==> src/verilog/video_params.svh <==
`ifndef VIDEO_PARAMS_SVH
`define VIDEO_PARAMS_SVH

`define H_ACTIVE 16 // visible pixels per line
`define H_FRONT 2 // front porch, pixels
`define H_SYNC 3 // hs pulse width
`define H_BACK 3 // back porch
`define H_TOTAL (`H_ACTIVE + `H_FRONT + `H_SYNC + `H_BACK)

`define V_ACTIVE 8 // visible lines per frame
`define V_FRONT 1 // front porch, lines
`define V_SYNC 1 // vs pulse width in lines
`define V_BACK 1
`define V_TOTAL (`V_ACTIVE + `V_FRONT + `V_SYNC + `V_BACK)

`define FRAME_PIXELS (`H_ACTIVE * `V_ACTIVE)
`define ADDR_W $clog2(`FRAME_PIXELS) // frame buffer address bits

`define CMOS_FRAME_WAITCNT 2 // unstable frames dropped after reset
`define EDGE_THRESHOLD 6 // white above this magnitude

`endif

==> src/verilog/video_pkg.sv <==
`include "video_params.svh"

package video_pkg;

	typedef logic [15:0] pixel_t; // rgb565, r[15:11] g[10:5] b[4:0]
	typedef logic [5:0] green_t; // g field only
	typedef logic [`ADDR_W-1:0] addr_t; // frame buffer index

	typedef struct packed {
		logic de; // active video
		logic hs; // low during h sync
		logic vs; // low during v sync
	} sync_t;

	typedef logic [9:0] mag_t; // |gx| + |gy|, max 504

endpackage
==> src/verilog/cam_edge_top.sv <==
`timescale 1ns/1ps

module cam_edge_top
	import video_pkg::*;
(
	input  logic       clk,
	input  logic       rst,
	input  logic       cmos_vsync,
	input  logic       cmos_href,
	input  logic [7:0] cmos_data,
	output logic       tft_de,
	output logic       tft_hs,
	output logic       tft_vs,
	output pixel_t     tft_rgb
);

	logic   wr_en; // capture write strobe
	addr_t  wr_addr;
	pixel_t wr_data;
	logic   frame_done; // last pixel of a kept frame written
	logic   frame_ready; // gates display start
	logic   rd_en; // display fetch
	addr_t  rd_addr;
	pixel_t rd_data; // one clock after rd_en
	sync_t  scan_sync;

	cmos_capture u_capture (.clk(clk), .rst(rst), .cmos_vsync(cmos_vsync),
		.cmos_href(cmos_href), .cmos_data(cmos_data), .wr_en(wr_en), .wr_addr(wr_addr),
		.wr_data(wr_data), .frame_done(frame_done));

	frame_buffer u_fbuf (.clk(clk), .rst(rst), .wr_en(wr_en), .wr_addr(wr_addr),
		.wr_data(wr_data), .frame_done(frame_done), .rd_en(rd_en), .rd_addr(rd_addr),
		.rd_data(rd_data), .frame_ready(frame_ready));

	tft_timing u_timing (.clk(clk), .rst(rst), .frame_ready(frame_ready),
		.scan_sync(scan_sync), .rd_en(rd_en), .rd_addr(rd_addr));

	sobel_edge u_sobel (.clk(clk), .rst(rst), .scan_sync(scan_sync), .rd_data(rd_data),
		.tft_de(tft_de), .tft_hs(tft_hs), .tft_vs(tft_vs), .tft_rgb(tft_rgb));

endmodule

==> src/verilog/cmos_capture.sv <==
`timescale 1ns/1ps
`include "video_params.svh"

module cmos_capture
	import video_pkg::*;
(
	input  logic       clk,
	input  logic       rst,
	input  logic       cmos_vsync,
	input  logic       cmos_href,
	input  logic [7:0] cmos_data,
	output logic       wr_en,
	output addr_t      wr_addr,
	output pixel_t     wr_data,
	output logic       frame_done
);

	localparam int SKIP_W = $clog2(`CMOS_FRAME_WAITCNT + 1);

	logic                vsync_d; // vsync one clock late
	logic                frame_start; // vsync falling edge
	logic                byte_vld; // camera byte on this clock
	logic [SKIP_W-1:0]   skip_cnt; // frames seen so far, saturating
	logic                keep; // current frame goes to memory
	logic                keep_now;
	logic                phase; // 1 = waiting for low byte
	logic                phase_now;
	logic [7:0]          hi_byte; // first byte of the pair
	logic [`ADDR_W:0]    pix_cnt; // one spare bit to see overflow
	logic [`ADDR_W:0]    cnt_now;
	logic                in_range;

	assign frame_start = vsync_d & ~cmos_vsync;
	assign byte_vld    = cmos_href & ~cmos_vsync;

	// frame start takes effect on the same clock, so a byte here is not lost
	assign keep_now  = frame_start ? (skip_cnt == SKIP_W'(`CMOS_FRAME_WAITCNT)) : keep;
	assign phase_now = frame_start ? 1'b0 : phase;
	assign cnt_now   = frame_start ? '0 : pix_cnt;
	assign in_range  = (cnt_now < (`ADDR_W+1)'(`FRAME_PIXELS)); // drop excess pixels

	always_ff @(posedge clk) begin
		if (rst) begin
			vsync_d    <= 1'b0;
			skip_cnt   <= '0;
			keep       <= 1'b0;
			phase      <= 1'b0;
			pix_cnt    <= '0;
			wr_en      <= 1'b0;
			frame_done <= 1'b0;
		end else begin
			vsync_d    <= cmos_vsync;
			keep       <= keep_now;
			phase      <= phase_now;
			pix_cnt    <= cnt_now;
			wr_en      <= 1'b0;
			frame_done <= wr_en && (wr_addr == addr_t'(`FRAME_PIXELS - 1)); // after last write
			if (frame_start && skip_cnt != SKIP_W'(`CMOS_FRAME_WAITCNT))
				skip_cnt <= skip_cnt + 1'b1;
			if (byte_vld) begin
				phase <= ~phase_now; // toggle hi/lo
				if (phase_now) begin
					wr_en <= keep_now && in_range; // skipped frames never write
					if (in_range)
						pix_cnt <= cnt_now + 1'b1;
				end
			end
		end
	end

	always_ff @(posedge clk) begin
		if (byte_vld && !phase_now)
			hi_byte <= cmos_data; // high byte arrives first
		if (byte_vld && phase_now) begin
			wr_data <= {hi_byte, cmos_data};
			wr_addr <= cnt_now[`ADDR_W-1:0];
		end
	end

	// write index, taken on the wide counter, stays inside the frame
	a_wr_in_frame: assert property (@(posedge clk) disable iff (rst)
		wr_en |-> (pix_cnt == {1'b0, wr_addr} + 1'b1)
			&& (pix_cnt <= (`ADDR_W+1)'(`FRAME_PIXELS)));

endmodule

==> src/verilog/frame_buffer.sv <==
`timescale 1ns/1ps
`include "video_params.svh"

module frame_buffer
	import video_pkg::*;
(
	input  logic   clk,
	input  logic   rst,
	input  logic   wr_en,
	input  addr_t  wr_addr,
	input  pixel_t wr_data,
	input  logic   frame_done,
	input  logic   rd_en,
	input  addr_t  rd_addr,
	output pixel_t rd_data,
	output logic   frame_ready
);

	pixel_t mem [`FRAME_PIXELS]; // one full frame, single buffered

	// write port, camera side
	always_ff @(posedge clk) begin
		if (wr_en)
			mem[wr_addr] <= wr_data;
	end

	// read port, display side; same-address collision gives old word
	always_ff @(posedge clk) begin
		if (rd_en)
			rd_data <= mem[rd_addr]; // 1 clock latency
	end

	// set by first complete kept frame
	always_ff @(posedge clk) begin
		if (rst)
			frame_ready <= 1'b0;
		else if (frame_done)
			frame_ready <= 1'b1; // sticky until reset
	end

	a_no_read_before_ready: assert property (@(posedge clk) disable iff (rst)
		rd_en |-> frame_ready);

endmodule

==> src/verilog/line_delay.sv <==
`timescale 1ns/1ps
`include "video_params.svh"

module line_delay #(
	parameter type payload_t = logic [7:0]
) (
	input  logic     clk,
	input  logic     rst,
	input  payload_t din,
	output payload_t dout
);

	localparam int DEPTH = `H_TOTAL; // exactly one display line
	localparam int PTR_W = $clog2(DEPTH);

	payload_t         mem [DEPTH];
	logic [PTR_W-1:0] ptr; // write slot = oldest entry
	logic             wrapped; // ring filled once

	always_ff @(posedge clk) begin
		mem[ptr] <= din;
	end

	always_ff @(posedge clk) begin
		if (rst) begin
			ptr     <= '0;
			wrapped <= 1'b0;
		end else begin
			ptr <= (ptr == PTR_W'(DEPTH - 1)) ? '0 : ptr + 1'b1;
			if (ptr == PTR_W'(DEPTH - 1))
				wrapped <= 1'b1;
		end
	end

	assign dout = wrapped ? mem[ptr] : '0; // read before overwrite
endmodule

==> src/verilog/sobel_edge.sv <==
`timescale 1ns/1ps
`include "video_params.svh"

module sobel_edge
	import video_pkg::*;
(
	input  logic   clk,
	input  logic   rst,
	input  sync_t  scan_sync,
	input  pixel_t rd_data,
	output logic   tft_de,
	output logic   tft_hs,
	output logic   tft_vs,
	output pixel_t tft_rgb
);

	sync_t  sync_d1; // lines up with rd_data
	sync_t  sync_fold; // hs/vs flipped to active high
	sync_t  sync_line; // one line later, still flipped
	sync_t  sync_d2; // matches window center
	green_t g_row0; // bottom row, current line
	green_t g_row1; // middle row
	green_t g_row2; // top row
	green_t r0_d1, r0_d2;
	green_t r1_d1, r1_d2;
	green_t r2_d1, r2_d2;
	mag_t   gx_p, gx_n; // right / left column sums
	mag_t   gy_p, gy_n; // top / bottom row sums
	mag_t   mag;
	logic   edge_hit;

	assign g_row0 = sync_d1.de ? rd_data[10:5] : '0; // blanking reads as zero

	// zero fill of the ring then means idle syncs
	always_comb begin
		sync_fold.de = sync_d1.de;
		sync_fold.hs = ~sync_d1.hs;
		sync_fold.vs = ~sync_d1.vs;
	end

	line_delay #(.payload_t(green_t)) u_row1 (.clk(clk), .rst(rst), .din(g_row0), .dout(g_row1));
	line_delay #(.payload_t(green_t)) u_row2 (.clk(clk), .rst(rst), .din(g_row1), .dout(g_row2));
	line_delay #(.payload_t(sync_t)) u_sync (.clk(clk), .rst(rst), .din(sync_fold),
		.dout(sync_line));

	always_ff @(posedge clk) begin
		r0_d1 <= g_row0; // column shift, 3 taps per row
		r0_d2 <= r0_d1;
		r1_d1 <= g_row1;
		r1_d2 <= r1_d1;
		r2_d1 <= g_row2;
		r2_d2 <= r2_d1;
	end

	always_comb begin
		gx_p = mag_t'(g_row2) + (mag_t'(g_row1) << 1) + mag_t'(g_row0);
		gx_n = mag_t'(r2_d2) + (mag_t'(r1_d2) << 1) + mag_t'(r0_d2);
		gy_p = mag_t'(r2_d2) + (mag_t'(r2_d1) << 1) + mag_t'(g_row2);
		gy_n = mag_t'(r0_d2) + (mag_t'(r0_d1) << 1) + mag_t'(g_row0);
		mag  = ((gx_p > gx_n) ? gx_p - gx_n : gx_n - gx_p)
		     + ((gy_p > gy_n) ? gy_p - gy_n : gy_n - gy_p); // |gx| + |gy|
	end

	assign edge_hit = (mag > mag_t'(`EDGE_THRESHOLD));

	always_ff @(posedge clk) begin
		if (rst) begin
			sync_d1 <= '{de: 1'b0, hs: 1'b1, vs: 1'b1};
			sync_d2 <= '0;
			tft_de  <= 1'b0;
			tft_hs  <= 1'b1;
			tft_vs  <= 1'b1;
			tft_rgb <= '0;
		end else begin
			sync_d1 <= scan_sync;
			sync_d2 <= sync_line;
			tft_de  <= sync_d2.de;
			tft_hs  <= ~sync_d2.hs; // back to active low
			tft_vs  <= ~sync_d2.vs;
			tft_rgb <= (sync_d2.de && edge_hit) ? '1 : '0; // white edge, black else
		end
	end

	a_de_outside_sync: assert property (@(posedge clk) disable iff (rst)
		tft_de |-> (tft_hs && tft_vs)); // no active pixel inside a sync pulse

endmodule

==> src/verilog/tft_timing.sv <==
`timescale 1ns/1ps
`include "video_params.svh"

module tft_timing
	import video_pkg::*;
(
	input  logic  clk,
	input  logic  rst,
	input  logic  frame_ready,
	output sync_t scan_sync,
	output logic  rd_en,
	output addr_t rd_addr
);

	localparam int HW       = $clog2(`H_TOTAL);
	localparam int VW       = $clog2(`V_TOTAL);
	localparam int HS_START = `H_ACTIVE + `H_FRONT; // active, then porch, then sync
	localparam int VS_START = `V_ACTIVE + `V_FRONT;

	logic          running; // latched once a frame is stored
	logic [HW-1:0] h_cnt;
	logic [VW-1:0] v_cnt;
	logic          line_end;
	logic          frame_end;
	logic          de;

	assign line_end  = (h_cnt == HW'(`H_TOTAL - 1));
	assign frame_end = line_end && (v_cnt == VW'(`V_TOTAL - 1));
	assign de        = running && (h_cnt < HW'(`H_ACTIVE)) && (v_cnt < VW'(`V_ACTIVE));

	always_ff @(posedge clk) begin
		if (rst) begin
			running <= 1'b0;
			h_cnt   <= '0;
			v_cnt   <= '0;
			rd_addr <= '0;
		end else begin
			if (frame_ready)
				running <= 1'b1; // first pixel on the next clock, never stops
			if (running) begin
				h_cnt <= line_end ? '0 : h_cnt + 1'b1;
				if (line_end)
					v_cnt <= frame_end ? '0 : v_cnt + 1'b1;
				if (frame_end)
					rd_addr <= '0; // back to top-left
				else if (de)
					rd_addr <= rd_addr + 1'b1; // raster order
			end
		end
	end

	always_comb begin
		scan_sync.de = de;
		scan_sync.hs = ~(running && (h_cnt >= HW'(HS_START))
			&& (h_cnt < HW'(HS_START + `H_SYNC)));
		scan_sync.vs = ~(running && (v_cnt >= VW'(VS_START))
			&& (v_cnt < VW'(VS_START + `V_SYNC)));
	end

	assign rd_en = de; // fetch only visible pixels

	a_hs_width: assert property (@(posedge clk) disable iff (rst)
		$fell(scan_sync.hs) |-> !scan_sync.hs [*`H_SYNC] ##1 scan_sync.hs);

endmodule

==> config.mk <==
export PLATFORM = sky130hd
export DESIGN_NAME = cam_edge_top
export DESIGN_NICKNAME = d
export VERILOG_FILES = /design/src/verilog/video_pkg.sv /design/src/verilog/cam_edge_top.sv /design/src/verilog/cmos_capture.sv /design/src/verilog/frame_buffer.sv /design/src/verilog/line_delay.sv /design/src/verilog/sobel_edge.sv /design/src/verilog/tft_timing.sv
export VERILOG_INCLUDE_DIRS = /design/src /design/src/verilog
export SDC_FILE = /design/constraint.sdc
export NUM_CORES = 1
export LEC_CHECK = 0
export BUFFER_PORTS_ARGS = -buffer_cell sky130_fd_sc_hd__buf_2
export CORE_ASPECT_RATIO = 0.7
export CORE_MARGIN = 1.5
export CORE_UTILIZATION = 60
export DETAILED_ROUTE_END_ITERATION = 7
export GPL_ROUTABILITY_DRIVEN = 1
export PLACE_DENSITY = 0.72
export SYNTH_ARGS = -nofsm -noshare
export SYNTH_HDL_FRONTEND = slang
export SYNTH_SLANG_ARGS = --single-unit
==> constraint.sdc <==
create_clock -name clk -period 9.5 [get_ports clk]
set_input_delay 1.9 -clock clk [delete_from_list [all_inputs] [get_ports clk]]
set_output_delay 1.9 -clock clk [all_outputs]
set_load 0.01 [all_outputs]
# --- After elaboration in Yosys (flattened, before gate mapping) ---
# Memories as Yosys holds them, arrays and structs flattened. A register that Yosys moved wholly into a read port is not among the register bits.
# Index checks and enable logic that the tools add are counted.
totals:
  ff_bits: 140
  latchBits: 0
  ram_bits: 2408
  rom_bits: 0
  inputBits: 12
  out_inout_bits: 19
  wordCells: 132
  memories: 4
memory_table:
  columns: ["name", "depth", "width", "rd", "rd_ports_with_merged_regs", "wr", "line", "source"]
  rows:
  - ["u_fbuf.mem", 128, 16, 1, 1, 1, "frame_buffer.sv:19", "pixel_t mem [`FRAME_PIXELS];"]
  - ["u_sobel.u_row1.mem", 24, 6, 1, 1, 1, "line_delay.sv:16", "payload_t mem [DEPTH];"]
  - ["u_sobel.u_row2.mem", 24, 6, 1, 1, 1, "line_delay.sv:16", null]
  - ["u_sobel.u_sync.mem", 24, 3, 1, 1, 1, "line_delay.sv:16", null]
op_classes:
  n_addsub: 21
  multipliers: 0
  div: 0
  n_lt_le_gt_ge: 10
  eq_ne: 8
  n_shift: 0
  muxes: 21
  n_bitwise: 12
  reduce_logical: 22
ops:
  columns: ["op", "n"]
  rows:
  - ["10-bit by 6-bit adder with 10-bit output", 4]
  - ["10-bit subtractor", 4]
  - ["6-bit by 7-bit adder with 8-bit output", 4]
  - ["8-bit two-way mux", 4]
  - ["5-bit by 1-bit adder with 5-bit output (second input constant)", 4]
  - ["5-bit == test (second input constant)", 4]
  - ["10-bit > comparator", 2]
  - ["10-bit two-way mux", 2]
  - ["6-bit two-way mux", 3]
  - ["16-bit two-way mux", 1]
  - ["5-bit two-way mux", 3]
  - ["7-bit two-way mux", 2]
  - ["1-bit logical AND", 13]
  - ["10-bit adder", 1]
  - ["10-bit by 3-bit > comparator with 1-bit output (second input constant)", 1]
  - ["5-bit < comparator (second input constant)", 2]
  - ["1-bit inverter", 10]
  - ["8-bit by 1-bit adder with 8-bit output (second input constant)", 1]
  - ["4-bit < comparator (second input constant)", 2]
  - ["8-bit < comparator (second input constant)", 1]
  - ["2-bit OR reduction", 4]
  - ["7-bit by 1-bit adder with 7-bit output (second input constant)", 1]
  - ["7-bit == test (second input constant)", 1]
  - ["5-bit greater-or-equal comparator (second input constant)", 1]
  - ["13 further kinds", 19]

# --- Longest topological paths before layout ---
depth:
  word_depth: 9
  ltp_mapped: 37
  ltp_nobuf: 33

# --- Cells and area by module ---
# A second synthesis with hierarchy kept.
unflattened:
  cells_unflattened: 4538
  area_unflattened_um2: 100714.1
modules_own_cells:
  columns: ["mod", "n_inst", "cells_each", "area_each_um2", "seq_area_each_um2"]
  rows:
  - ["frame_buffer", 1, 3089, 78710.5, 61999.5]
  - ["line_delay at u_sobel.u_row1 ...", 2, 292, 5898.2, 4444.3]
  - ["sobel_edge", 1, 467, 4370.4, 920.9]
  - ["line_delay at u_sobel.u_sync", 1, 176, 3170.5, 2282.2]
  - ["cmos_capture", 1, 115, 1750.4, 1231.2]
  - ["tft_timing", 1, 107, 915.9, 340.3]

# --- Worst setup path after synthesis ---
# No wires, ideal clock.
synth_timing:
  path_kind: "register to register"
  startpoint: "register u_sobel.u_row1.ptr[0] (netlist name)"
  endpoint: "register u_sobel.tft_rgb[14]"
  arrival_ns: 8.304
  required_time_ns: 9.373
  path_slack_ns: 1.069
  stages_incl_launch_ff: 35
  n_path_buf: 5
  cell_sequence: "dfxtp_1 > buf_2 > buf_2 > buf_2 > mux4_2 > a221oi_1 > nor2b_1 > ha_1 > inv_1 > fa_1 > inv_1 > a21oi_1 > o21bai_1 > xor2_1 > ha_1 > a21o_1 > a31oi_1 > xnor2_1 > xnor2_1 > ha_1 > clkbuf_1 > or3_1 > a21oi_1 > a211oi_1 > clkbuf_1 > nor2_1 > a21oi_1 > xor2_1 > ha_1 > a21o_1 > a311oi_1 > o21ai_0 > xor2_1 > o31a_1 > or3b_1"
synth_rtl:
  columns: ["item", "line", "source"]
  rows:
  - ["to (signal assigned)", "sobel_edge.sv:80", "tft_rgb <= (sync_d2.de && edge_hit) ? '1 : '0;"]
  - ["to (decl)", "sobel_edge.sv:14", "output pixel_t tft_rgb"]

==> results list <==
* Layout overhead on the synthesized area: 9.621%
- By area the synthesized netlist is led by edfxtp_1 67%, mux4_2 15%, dfxtp_1 3.8%.
* Peak Freq: 115.7 MHz
- The slowest stage of the critical path belongs to the cell dfxtp_2.
* Ratio of total power to cell area: 186.9 nW/um2
- For this run the aggregate overflow at the end of global routing stands at 0.
* Share of the core filled with cells in the final layout: 0.6687
- DIE AREA: 87960 um2
- The most used flip-flop cell after synthesis is edfxtp_1.
- Number of distinct standard cells referenced by the synthesized netlist: 67
* Initial core utilization: 0.6100
- Number of rows in the core area: 89
- Count of placed standard cells including taps: 3847
* Total wire length: 105.7 mm
- Worst reg2reg setup slack: 860 ps
- In the final layout, the share of cells above drive strength 1 is 0.2083.
- The tool flagged a number of max-cap violations equal to 0.
- RSZ-0062 raised after global routing: false
- On the critical path the largest part of the delay comes from compound AO/OA/AOI/OAI gates.
- First-pass GRT wire length: 160.7 mm
- Max FO, Critical Path: 27
- Routability-driven placement congestion ratio: 0.8664
- Setup TNS: 0 ps
* Overall fraction of global-route tracks in use: 0.2448
- EDFF count, synth: 1150
- Number of nets in the layout: 2962
* Remaining routing DRC violations: 0
* Post-Synthesis Cells: 2770
* Final setup viols: 0
* CP Launch Type: register
- Pin count of the biggest net entering global routing: 109
* Number of global-route vias before repair: 25750
- The startpoint identified for the worst register-to-register timing path is u_sobel.u_row1.ptr[0]$_SDFF_PP0_.
- Crit path required time: 10080 ps
- In this run the worst hold path is classified as reg -> reg.
* Drt wl/cell: 26.06 um
* Sequential area share after synthesis: 0.7056
- Clock period minus worst slack: 8643 ps
* Initial antenna violation count: 5
- Status: completed
* Top post-synthesis cells by count: 1150 x edfxtp_1, 337 x mux4_2, 219 x nor2_1
* Max incr delay on CP: 700 ps
- The share of synthesized area in the top cell type comes to 0.6680.
- Clock edge transition at the registers on the reported setup and hold paths: 80 ps
- After layout, the design draws a total of 10.59 mW.
- Hold Violations, Final: 0
* Vertical die dimension: 248.6 um
* Most repeated cell in the gate-level netlist after synthesis: edfxtp_1
* Vias per cell: 6.324
- Reg2Reg Capture Point: u_sobel.tft_rgb[14]$_SDFF_PP0_
- The H-tree was split into 3 levels.
- The worst pin sits at a relative slew slack of 0.2109.
- On the final layout, the worst clock skew is 28.12 ps.
* Syn avg cell area: 18.66 um2
* Number of top-level pins: 31
- Cell at the root of the clock tree: clkbuf_16
* Buffers & Inverters on Critical Path: 2
- For this design the static power due to leakage is 18.36 nW.
- The first detailed-routing pass took 8 iterations.
- Total of flip-flops plus latches after synthesis: 1247
* Post-synth net total: 2908
- Count of pins over their slew limit: 0
* Worst IR drop on VDD: 0.1712 mV
- The critical path in this run is classified as reg -> reg.
- The mapped netlist covers 51700 um2.
* Clock latency on the worst-skew pair: 690 ps
- Die W: 353.8 um
- Final worst path period share: 0.9098
- The worst setup path is captured at a register.
* Routed Antenna Nets: 0
- Clock tree from TritonCTS: built
- CP endpoint: u_sobel.tft_rgb[14]$_SDFF_PP0_
- The count of cells in the finished layout, fillers not included, comes to 4057.
* Buffers on Ports: 28
- Proportion of register bits with asynchronous set or reset after synthesis: 0
- The detailed router finished its first iteration with 3022 violations.
* Via total after detailed routing: 25660
* Worst Hold Depth: 0
- Detailed placement finished with a half-perimeter wire length of 65.27 mm.
- Worst R2R Path Depth: 30
- Data arrives at the worst endpoint at 9220 ps.
- Core ar.: 84740 um2
* Launching element of the worst setup path: u_sobel.u_row1.ptr[0]$_SDFF_PP0_
- Number of buffers inserted during clock tree synthesis: 112
* Warning count from the yosys run: 0
- CTS saw 1247 sinks.
- The synthesized design spends more area on one cell type than any other, namely edfxtp_1.
* Number of logic stages on the critical path including buffering: 30
- Actual transition at the worst max-transition pin: 1178 ps
- Buffers from clock root to sink, at most: 3
sequential cells by signal, summed over array words and instances (netlist names), 7 cells and up:
register            count
u_fbuf.mem            768
u_sobel.u_row1.mem    144
u_sobel.u_row2.mem    144
u_sobel.u_sync.mem     72
u_capture.pix_cnt       8
u_capture.wr_addr       7
u_timing.rd_addr        7
kinds of logic (layout without fill, tap and decap cells):
| group | Yosys count | in the layout | share of synthesized area |
|---|---|---|---|
| DFF | 1247 | 1247 | 0.7056 |
| and+or+nand+nor | 485 | 485 | 0.04478 |
| muxes | 381 | 381 | 0.1558 |
| buffers and inverters | 231 | 380 | 0.01905 |
| AOI/OAI and AO/OA | 215 | 215 | 0.02803 |
| adders and majority gates | 126 | 126 | 0.03238 |
| xor gates and xnor gates | 85 | 85 | 0.01440 |
| other | 0 | 1 | 0 |
stage by stage:
stage	hold WS, ps	setup slack, ps	area [um2]
6_report	322.4	856.6	56670
4_1_cts	327.7	576.5	56660
3_5_place_dp	312.8	639.6	53080
5_1_grt	325.6	256.0	56670
3_3_place_gp	310.3	835.6	53080
2_1_floorplan	309.6	1069	51700
worst min path at each step:
stage | start | slack (ps) | to
5_1_grt | u_sobel.r1_d1[2]$_DFF_P_ | 330 | u_sobel.r1_d2[2]$_DFF_P_
3_3_place_gp | u_sobel.r1_d1[2]$_DFF_P_ | 310 | u_sobel.r1_d2[2]$_DFF_P_
4_1_cts | u_sobel.r1_d1[0]$_DFF_P_ | 330 | u_sobel.r1_d2[0]$_DFF_P_
6_report | u_sobel.r1_d1[2]$_DFF_P_ | 320 | u_sobel.r1_d2[2]$_DFF_P_
2_1_floorplan | u_sobel.r1_d1[0]$_DFF_P_ | 310 | u_sobel.r1_d2[0]$_DFF_P_
3_5_place_dp | u_sobel.r1_d1[0]$_DFF_P_ | 310 | u_sobel.r1_d2[0]$_DFF_P_
layer usage:
metal | vias to the layer above | wire, um | share of wire | GRT usage
met5 | - | 13 | 0.00012 | 0
met4 | 2 | 2056 | 0.019 | 0.05543
met3 | 149 | 8783 | 0.083 | 0.04954
met2 | 1033 | 47060 | 0.45 | 0.3506
met1 | 13340 | 47820 | 0.45 | 0.3924
li1 | 11130 | - | - | -
final cells by class:
cell class,instances,area [um2]
Multi-Input combinational cell,1292,14270
Clock buffer,150,2997
Fill cell,5430,28070
Clock inverter,59,580.6
Tap cell,1137,1423
Timing Repair Buffer,78,553.0
Inverter,93,349.1
Sequential cell,1247,36490
Antenna cell,1,2.502
power by group:
| group | total, mW | switching, mW | internal, mW |
|---|---|---|---|
| Sequential | 5.97 | 0.0247 | 5.95 |
| Clock | 4.41 | 1.94 | 2.47 |
| Combinational | 0.207 | 0.113 | 0.0939 |
| Total | 10.6 | 2.08 | 8.51 |
cells in the final DEF (no fill, tap or decap), types with 5 or more instances in the layout:
cell / count
edfxtp_1: 1150
mux4_2: 337
nor2_1: 219
ha_1: 113
clkbuf_16: 113
inv_1: 91
dfxtp_1: 91
a21oi_1: 64
nand2_1: 63
and2_1: 55
xnor2_1: 52
buf_4: 47
clkbuf_1: 34
xor2_1: 33
buf_2: 28
a21o_1: 26
mux2i_1: 25
clkinv_1: 25
nor2b_1: 23
nand3_1: 21
and3_1: 21
nor3_1: 19
mux2_2: 19
o21ai_0: 17
nand2b_1: 17
clkinv_2: 16
a31oi_1: 15
o21bai_1: 14
a22oi_1: 14
a221oi_1: 13
fa_1: 13
nand4_1: 10
a211oi_1: 9
bufinv_16: 9
nor3b_1: 8
o21a_1: 7
o211ai_1: 6
or3_1: 5
repair_timing:
item	in CTS	in global routing
setup buffers	0	0
endpoints found under the setup margin	0	1
resized for setup	0	2
hold buffers	0	0
No activity file was read; power rests on OpenSTA's default activity.
